`config.mk`:
```
export PLATFORM = sky130hd
export DESIGN_NAME = rv_ctrl_top
export DESIGN_NICKNAME = d
export VERILOG_FILES = /design/src/source/rv_ctrl_pkg.sv /design/src/source/rv_ctrl_top.sv /design/src/source/ctrl_fsm.sv /design/src/source/fetch_wb_master.sv /design/src/source/pc_target_unit.sv /design/src/source/inst_decoder.sv
export VERILOG_INCLUDE_DIRS = /design/src /design/src/include
export SDC_FILE = /design/constraint.sdc
export NUM_CORES = 1
export LEC_CHECK = 0
export ABC_AREA = 1
export BUFFER_PORTS_ARGS = -buffer_cell sky130_fd_sc_hd__buf_2
export CORE_AREA = 2 2 152 154
export DETAILED_ROUTE_END_ITERATION = 6
export DIE_AREA = 0 0 154 156
export GPL_TIMING_DRIVEN = 0
export HOLD_SLACK_MARGIN = 0.02
export MAX_ROUTING_LAYER = met4
export PLACE_DENSITY = 0.76
export SETUP_SLACK_MARGIN = 0.05
export SYNTH_ARGS = -nofsm -noshare
export SYNTH_HDL_FRONTEND = slang
export SYNTH_SLANG_ARGS = --single-unit
```
`constraint.sdc`:
```
create_clock -name aclk -period 3.1 [get_ports aclk]
set_input_delay 0.155 -clock aclk [delete_from_list [all_inputs] [get_ports aclk]]
set_output_delay 0.155 -clock aclk [all_outputs]
set_load 0.05 [all_outputs]
```
`src/include/rv_ctrl_consts.svh`:
```
// Global constants of the RV32I control path
// Included by the package and by every RTL file that needs a width or an address
`ifndef RV_CTRL_CONSTS_SVH
`define RV_CTRL_CONSTS_SVH

// Data, address and instruction word width
`define RV_XLEN 32

// Register index width, 32 architectural registers
`define RV_REG_ADDR_W 5

// First fetch address after reset
`define RV_BOOT_ADDR 32'h0000_0000

// Byte increment between two sequential instructions
`define RV_INST_STEP 4

// Immediate field widths of the I/B and U/J formats
`define RV_IMM12_W 12
`define RV_IMM20_W 20

`endif
```
`src/source/rv_ctrl_pkg.sv`:
```
// Shared types of the RV32I control path
// Imported by wildcard in every RTL module and in the testbench
`include "rv_ctrl_consts.svh"

package rv_ctrl_pkg;

    // One machine word, used for addresses, instructions and register values
    typedef logic [`RV_XLEN-1:0] word_t;

    // Register file index
    typedef logic [`RV_REG_ADDR_W-1:0] reg_addr_t;

    // Major opcodes handled by the control path
    // OTHER is not a legal RV32I opcode and stands for every other class
    typedef enum logic [6:0] {
        LUI    = 7'b0110111,
        AUIPC  = 7'b0010111,
        JAL    = 7'b1101111,
        JALR   = 7'b1100111,
        BRANCH = 7'b1100011,
        SYSTEM = 7'b1110011,
        OTHER  = 7'b0000000
    } opcode_e;

    // Branch funct3 encodings, codes 2 and 3 are reserved
    typedef enum logic [2:0] {
        BEQ  = 3'b000,
        BNE  = 3'b001,
        BLT  = 3'b100,
        BGE  = 3'b101,
        BLTU = 3'b110,
        BGEU = 3'b111
    } branch_cond_e;

    // Control FSM states
    typedef enum logic [1:0] {
        BOOT    = 2'd0,
        FETCH   = 2'd1,
        EXECUTE = 2'd2,
        HALT    = 2'd3
    } ctrl_state_e;

endpackage

```
`src/source/rv_ctrl_top.sv`:
```
// Top level of the RV32I control path
// Connects the fetch master, decoder, target unit and control FSM
`timescale 1ns/1ps

module rv_ctrl_top
    import rv_ctrl_pkg::*;
(
    input  logic      aclk,
    input  logic      aresetn,
    // Wishbone classic instruction read
    output logic      wb_cyc,
    output logic      wb_stb,
    output logic      wb_we,
    output word_t     wb_adr,
    input  word_t     wb_dat,
    input  logic      wb_ack,
    // Register file read, answered in the same cycle
    output reg_addr_t rs1_addr,
    input  word_t     rs1_val,
    output reg_addr_t rs2_addr,
    input  word_t     rs2_val,
    // Register file write
    output logic      rd_wr,
    output reg_addr_t rd_addr,
    output word_t     rd_val,
    // Core stopped by EBREAK
    output logic      halted
);

    // FSM to fetch master handshake
    logic         fetch_req;
    word_t        fetch_addr;
    logic         fetch_done;
    word_t        instruction;

    // Decoded fields
    opcode_e      opcode;
    branch_cond_e cond;
    word_t        imm_i;
    word_t        imm_b;
    word_t        imm_j;
    word_t        imm_u;
    logic         is_ebreak;

    // Target unit results
    word_t        pc;
    word_t        next_pc;
    logic         rd_wr_op;

    fetch_wb_master fetch_master (
        .aclk        (aclk),
        .aresetn     (aresetn),
        .fetch_req   (fetch_req),
        .fetch_addr  (fetch_addr),
        .wb_dat      (wb_dat),
        .wb_ack      (wb_ack),
        .wb_cyc      (wb_cyc),
        .wb_stb      (wb_stb),
        .wb_we       (wb_we),
        .wb_adr      (wb_adr),
        .fetch_done  (fetch_done),
        .instruction (instruction)
    );

    inst_decoder decoder (
        .instruction (instruction),
        .opcode      (opcode),
        .cond        (cond),
        .rs1_addr    (rs1_addr),
        .rs2_addr    (rs2_addr),
        .rd_addr     (rd_addr),
        .imm_i       (imm_i),
        .imm_b       (imm_b),
        .imm_j       (imm_j),
        .imm_u       (imm_u),
        .is_ebreak   (is_ebreak)
    );

    pc_target_unit target_unit (
        .pc       (pc),
        .opcode   (opcode),
        .cond     (cond),
        .rs1_val  (rs1_val),
        .rs2_val  (rs2_val),
        .imm_i    (imm_i),
        .imm_b    (imm_b),
        .imm_j    (imm_j),
        .imm_u    (imm_u),
        .next_pc  (next_pc),
        .rd_val   (rd_val),
        .rd_wr_op (rd_wr_op)
    );

    ctrl_fsm control (
        .aclk       (aclk),
        .aresetn    (aresetn),
        .fetch_done (fetch_done),
        .next_pc    (next_pc),
        .rd_wr_op   (rd_wr_op),
        .is_ebreak  (is_ebreak),
        .fetch_req  (fetch_req),
        .fetch_addr (fetch_addr),
        .pc         (pc),
        .rd_wr      (rd_wr),
        .halted     (halted)
    );

endmodule

```
`src/source/ctrl_fsm.sv`:
```
// Control FSM of the core, owns the program counter
// Sequences fetch and execute, issues register writes and stops on EBREAK
`timescale 1ns/1ps

`include "rv_ctrl_consts.svh"

module ctrl_fsm
    import rv_ctrl_pkg::*;
(
    input  logic  aclk,
    input  logic  aresetn,
    input  logic  fetch_done,
    input  word_t next_pc,
    input  logic  rd_wr_op,
    input  logic  is_ebreak,
    output logic  fetch_req,
    output word_t fetch_addr,
    output word_t pc,
    output logic  rd_wr,
    output logic  halted
);

    ctrl_state_e state;

    // The fetch always targets the current program counter
    assign fetch_addr = pc;

    // Register write only during the single execute cycle
    assign rd_wr = (state == EXECUTE) & rd_wr_op;

    // Stays high until the next reset
    assign halted = (state == HALT);

    ////////////////////////////////
    // State and program counter
    ////////////////////////////////

    always_ff @(posedge aclk or negedge aresetn) begin
        if (!aresetn) begin
            state     <= BOOT;
            pc        <= `RV_BOOT_ADDR;
            fetch_req <= 1'b0;
        end else begin
            // Request is a single-cycle pulse
            fetch_req <= 1'b0;
            case (state)
                // One idle cycle after reset, then first fetch
                BOOT: begin
                    pc        <= `RV_BOOT_ADDR;
                    fetch_req <= 1'b1;
                    state     <= FETCH;
                end
                // Wait for the word, however many wait states the slave adds
                FETCH: begin
                    if (fetch_done) begin
                        state <= EXECUTE;
                    end
                end
                EXECUTE: begin
                    if (is_ebreak) begin
                        // PC kept pointing at the EBREAK
                        state <= HALT;
                    end else begin
                        pc        <= next_pc;
                        fetch_req <= 1'b1;
                        state     <= FETCH;
                    end
                end
                // No more requests
                default: begin
                    state <= HALT;
                end
            endcase
        end
    end

endmodule

```
`src/source/fetch_wb_master.sv`:
```
// Wishbone classic read master, one instruction word per fetch request
// Holds the returned word for the decoder until the next fetch completes
`timescale 1ns/1ps

module fetch_wb_master
    import rv_ctrl_pkg::*;
(
    input  logic  aclk,
    input  logic  aresetn,
    input  logic  fetch_req,
    input  word_t fetch_addr,
    input  word_t wb_dat,
    input  logic  wb_ack,
    output logic  wb_cyc,
    output logic  wb_stb,
    output logic  wb_we,
    output word_t wb_adr,
    output logic  fetch_done,
    output word_t instruction
);

    logic req_accept;
    logic ack_seen;

    // A new request is taken only while the bus is idle
    assign req_accept = fetch_req & ~wb_cyc;

    // Slave ends the classic cycle
    assign ack_seen = wb_cyc & wb_ack;

    // Instruction fetch never writes
    assign wb_we = 1'b0;

    ////////////////////////////////
    // Bus cycle control
    ////////////////////////////////

    always_ff @(posedge aclk or negedge aresetn) begin
        if (!aresetn) begin
            wb_cyc     <= 1'b0;
            wb_stb     <= 1'b0;
            fetch_done <= 1'b0;
        end else begin
            // Done is high in the cycle right after ack
            fetch_done <= ack_seen;
            if (ack_seen) begin
                wb_cyc <= 1'b0;
                wb_stb <= 1'b0;
            end else if (req_accept) begin
                wb_cyc <= 1'b1;
                wb_stb <= 1'b1;
            end
        end
    end

    // Address held for the whole cycle, word captured on ack
    always_ff @(posedge aclk) begin
        if (req_accept) begin
            wb_adr <= fetch_addr;
        end
        if (ack_seen) begin
            instruction <= wb_dat;
        end
    end

endmodule

```
`src/source/pc_target_unit.sv`:
```
// Next program counter and destination value for one instruction
// Purely combinational, read by the control FSM during its EXECUTE cycle
`timescale 1ns/1ps

`include "rv_ctrl_consts.svh"

module pc_target_unit
    import rv_ctrl_pkg::*;
(
    input  word_t        pc,
    input  opcode_e      opcode,
    input  branch_cond_e cond,
    input  word_t        rs1_val,
    input  word_t        rs2_val,
    input  word_t        imm_i,
    input  word_t        imm_b,
    input  word_t        imm_j,
    input  word_t        imm_u,
    output word_t        next_pc,
    output word_t        rd_val,
    output logic         rd_wr_op
);

    word_t pc_step;
    word_t jalr_sum;
    logic  branch_taken;

    // Sequential address, also the link value of the jumps
    assign pc_step = pc + word_t'(`RV_INST_STEP);

    // JALR target before the LSB is cleared
    assign jalr_sum = rs1_val + imm_i;

    ////////////////////////////////
    // Branch condition
    ////////////////////////////////

    always_comb begin
        case (cond)
            BEQ:     branch_taken = (rs1_val == rs2_val);
            BNE:     branch_taken = (rs1_val != rs2_val);
            // Signed compares
            BLT:     branch_taken = ($signed(rs1_val) < $signed(rs2_val));
            BGE:     branch_taken = ($signed(rs1_val) >= $signed(rs2_val));
            // Unsigned compares
            BLTU:    branch_taken = (rs1_val < rs2_val);
            BGEU:    branch_taken = (rs1_val >= rs2_val);
            // Reserved funct3 never branches
            default: branch_taken = 1'b0;
        endcase
    end

    ////////////////////////////////
    // Target and write-back value
    ////////////////////////////////

    always_comb begin
        // Plain fall-through, nothing written
        next_pc  = pc_step;
        rd_val   = pc_step;
        rd_wr_op = 1'b0;
        case (opcode)
            LUI: begin
                rd_val   = imm_u;
                rd_wr_op = 1'b1;
            end
            AUIPC: begin
                rd_val   = pc + imm_u;
                rd_wr_op = 1'b1;
            end
            JAL: begin
                next_pc  = pc + imm_j;
                rd_wr_op = 1'b1;
            end
            JALR: begin
                next_pc  = {jalr_sum[`RV_XLEN-1:1], 1'b0};
                rd_wr_op = 1'b1;
            end
            BRANCH: begin
                if (branch_taken) begin
                    next_pc = pc + imm_b;
                end
            end
            default: begin
            end
        endcase
    end

endmodule

```
`src/source/inst_decoder.sv`:
```
// Combinational decoder of the held instruction word
// Feeds register indexes to the register file and immediates to the target unit
`timescale 1ns/1ps

`include "rv_ctrl_consts.svh"

module inst_decoder
    import rv_ctrl_pkg::*;
(
    input  word_t        instruction,
    output opcode_e      opcode,
    output branch_cond_e cond,
    output reg_addr_t    rs1_addr,
    output reg_addr_t    rs2_addr,
    output reg_addr_t    rd_addr,
    output word_t        imm_i,
    output word_t        imm_b,
    output word_t        imm_j,
    output word_t        imm_u,
    output logic         is_ebreak
);

    ////////////////////////////////
    // Register fields
    ////////////////////////////////

    // Same bit positions in every format that carries them
    assign rd_addr  = instruction[11:7];
    assign rs1_addr = instruction[19:15];
    assign rs2_addr = instruction[24:20];

    // funct3 passed as is, reserved codes fall out of the enum range
    assign cond = branch_cond_e'(instruction[14:12]);

    ////////////////////////////////
    // Immediates
    ////////////////////////////////

    // I format, sign bit is instruction[31] for all formats
    assign imm_i = {{(`RV_XLEN-`RV_IMM12_W){instruction[31]}}, instruction[31:20]};

    // B format, byte offset with an implicit zero LSB
    assign imm_b = {{(`RV_XLEN-`RV_IMM12_W-1){instruction[31]}}, instruction[31],
                    instruction[7], instruction[30:25], instruction[11:8], 1'b0};

    // J format, same idea over a 20-bit field
    assign imm_j = {{(`RV_XLEN-`RV_IMM20_W-1){instruction[31]}}, instruction[31],
                    instruction[19:12], instruction[20], instruction[30:21], 1'b0};

    // U format, upper 20 bits with the low bits cleared
    assign imm_u = {instruction[31:12], {(`RV_XLEN-`RV_IMM20_W){1'b0}}};

    ////////////////////////////////
    // Opcode class
    ////////////////////////////////

    always_comb begin
        case (instruction[6:0])
            LUI:     opcode = LUI;
            AUIPC:   opcode = AUIPC;
            JAL:     opcode = JAL;
            JALR:    opcode = JALR;
            BRANCH:  opcode = BRANCH;
            SYSTEM:  opcode = SYSTEM;
            // ALU, loads, stores, fences and unknown codes
            default: opcode = OTHER;
        endcase
    end

    // Only the exact EBREAK word halts, other SYSTEM words act as no-ops
    assign is_ebreak = (instruction == 32'h0010_0073);

endmodule

```
==> impl_metrics.json <==
{
  "syn_inst": 1807,
  "ios": 183,
  "dieArea_mm2": 0.0240,
  "grtUsageTotal_pct": 43.8,
  "crit_type": "reg2reg",
  "clockRootBuffer": "clkbuf_16",
  "layout.nets": 2336,
  "drt_iter0_drc": 1773,
  "portBuffers": 179,
  "setup_viol_count_final": 1,
  "max_freq_mhz": 316,
  "post_route_cells_drive_above_1_share_pct": 25.5,
  "p_per_area_mw_per_mm2": 251,
  "fin_crit_sh_pct": 102,
  "synth_edf_count": 63,
  "num-fill-cells": 1901,
  "p_leak_nw": 7.43,
  "drtAntennaViolNets": 0,
  "post-dp-hpwl_mm": 40.7,
  "wirelength_mm": 53.9,
  "synth_warnings": 0,
  "fin_ws_ns": -0.0637,
  "via_per_inst": 6.19,
  "final_cell_mix": "nand2_1 (420), inv_1 (209), buf_2 (179)",
  "cts_tree": "built",
  "drt-wirelength-per-cell_um": 22.4,
  "grt_max_degree": 37,
  "core_area_mm2": 0.0224,
  "area_growth_pct": 31.2,
  "rows": 55,
  "crit_arrival_ns": 3.41,
  "startpoint_type": "flop",
  "finClkSkew_ns": 0.0157,
  "synth-main-ff-cell": "edfxtp_1",
  "end_kind": "flop",
  "worst_slew_pin_slew_ns": 1.27,
  "status": "complete, but fails checks",
  "initial_utilization_pct": 53.4,
  "design_area_mm2": 0.0157,
  "n_antenna_cell": 0,
  "syn_avg_cell_area_um2": 6.61,
  "path_max_fanout": 10,
  "whs_ns": 0.403,
  "hold_viol": 0,
  "die_w_um": 154,
  "setup_tns_ns": -0.0637,
  "grt_pass1_wl_mm": 77.3,
  "htreeDepth": 3,
  "remaining_drc_errors": 1,
  "slew-limit-headroom_pct": 14.9,
  "drt-pass1-iter-count": 7,
  "globalplace.congestion": 1.07,
  "die_h_um": 156,
  "register_area_mm2": 0.00281,
  "syn_area_mm2": 0.0120,
  "cp.required_ns": 3.35,
  "async_flop_share_pct": 36.4,
  "synth-seq-area-share_pct": 23.4,
  "hold_class": "in2reg",
  "drv_slew": 0,
  "numCtsBuffers": 9,
  "yosysUniqueCellTypes": 54,
  "ys_seq_elements": 99,
  "post-route-min-period_ns": 3.16,
  "num_vias": 14898,
  "grt_setup_unrepaired": "yes",
  "dpl_cell_area_mm2": 0.0133,
  "cts_buffer_depth": 2,
  "clk_latency_ns": 0.38,
  "clk_pin_slew_ns": 0.08,
  "cap_violations": 0,
  "violations": "design-rule violations, negative setup slack",
  "layout_commonest_cell": "nand2_1",
  "antenna_found_initial": 2,
  "ir_drop_uv": 318,
  "cts_sinks": 99,
  "grt_overflow": 0,
  "grt_pass1_vias": 13485,
  "multi_input_area_mm2": 0.00902
}
[per-layer routing]
| layer | wire [um] | GRT usage [%] | part of all wire (%) |
|---|---|---|---|
| met4 | 4000 | 25.5 | 7.4 |
| met2 | 23400 | 66.8 | 43 |
| met5 | 0 | - | 0 |
| met1 | 20600 | 54.2 | 38 |
| met3 | 5920 | 8.58 | 11 |
[where the power goes]
part           internal [mW]  leakage [nW]  switching [mW]
Combinational          0.435          6.24           0.761
Clock                  0.586         0.153           0.676
Sequential              1.43          1.04          0.0516
[registers in the layout, summed over array words and instances, names as in the netlist]
| name | cells |
|---|---|
| control.fetch_addr | 31 |
| control.fetch_req | 1 |
| control.state | 2 |
| fetch_master.fetch_done | 1 |
| fetch_master.instruction | 32 |
| fetch_master.wb_adr | 31 |
| fetch_master.wb_cyc | 1 |
[worst max-delay path: stages (launching register included)]
cell and delay (ns):
edfxtp_1 0.53, nor4_4 0.57, nand4_1 0.31, nor4_2 0.43, or2_2 0.18, clkbuf_1 0.32, clkbuf_2 0.36, nor2_1 0.09
o21ai_0 0.15, nand2_1 0.11
[area by class of cell]
class / count / share of cell area [%]
Multi-Input combinational cell: 1438 / 57.5
Sequential cell: 99 / 17.9
Timing Repair Buffer: 299 / 13.3
Inverter: 218 / 5.22
Tap cell: 285 / 2.27
Buffer: 51 / 1.88
Clock buffer: 9 / 1.44
Clock inverter: 7 / 0.566
[metrics by stage]
| stage | util [%] | instances | worst slack, ns | total power, mW |
|---|---|---|---|---|
| detailed placement | 59.3 | 2275 | -0.431 | 2.47 |
| global route | 70.1 | 2406 | -0.0635 | 4.06 |
| floorplan | - | 1809 | 0.184 | 2.15 |
| global placement | 59.1 | 2273 | -1.06 | 2.44 |
| finish | 70.1 | 2406 | -0.0637 | 3.94 |
| CTS | 66.1 | 2372 | -0.0367 | 3.79 |
[repair_timing]
item | 4_1_cts | 5_1_grt
resized for setup | 106 | 174
pin swaps | 23 | 43
cloned | 1 | 2
hold buffers | 34 | 0
buffers inserted | 46 | 34
hold endpoints to repair | 69 | 0
setup endpoints to repair | 50 | 51
[cells in the mapped netlist (3+ instances only)]
library cell	count	area, um2
or2_2	17	106
a211oi_1	4	30.0
nor2_2	4	25.0
nor3_1	33	165
o21bai_1	12	90.1
o21a_1	6	45.0
clkbuf_1	24	90.1
buf_4	20	150
edfxtp_1	63	1890
a21boi_0	3	22.5
nor3b_1	3	22.5
fa_1	4	80.1
o211ai_1	21	158
a311oi_1	4	35.0
buf_2	8	40.0
o22ai_1	7	43.8
ha_1	117	1460
nand2_1	445	1670
nand2_2	5	31.3
nor4_1	17	106
dfrtp_1	36	901
nor2_4	3	33.8
nand3b_1	11	82.6
a21oi_1	192	961
o21ai_0	117	586
o21ai_1	6	30.0
a21o_1	8	60.1
nand3_2	3	30.0
nand4_1	33	206
nor2_1	159	597
o221ai_1	13	114
inv_1	216	811
xnor2_1	18	158
nand3_1	104	521
xor2_1	45	394
[worst paths after layout]
path                                             startpoint                endpoint  slack (ns)  cells past startpoint
worst max-delay path            fetch_master.instruction[9]  control.fetch_addr[17]       -0.06                      9
worst min-delay path                            rs1_val[31]  control.fetch_addr[31]        0.40                      9
worst max register to register  fetch_master.instruction[9]  control.fetch_addr[17]       -0.06                      9
worst min register to register      fetch_master.fetch_done        control.state[0]        0.48                      1
max in group asynchronous                           aresetn   control.fetch_addr[2]        2.02                      2
min in group asynchronous                           aresetn       control.fetch_req        0.44                      2
[cells by family (layout without fill, tap and decap cells)]
group | Yosys count | count (layout) | share of synthesized area [%]
AND/OR/NAND/NOR | 849 | 849 | 31.0
AO/OA/AOI/OAI | 402 | 402 | 18.8
buffers and inverters | 272 | 584 | 9.33
adder cells (fa/ha/maj) | 121 | 121 | 12.9
flip-flops | 99 | 99 | 23.4
XOR/XNOR | 63 | 63 | 4.62
other | 1 | 3 | 0.0314
No activity file was read; power rests on OpenSTA's default activity.
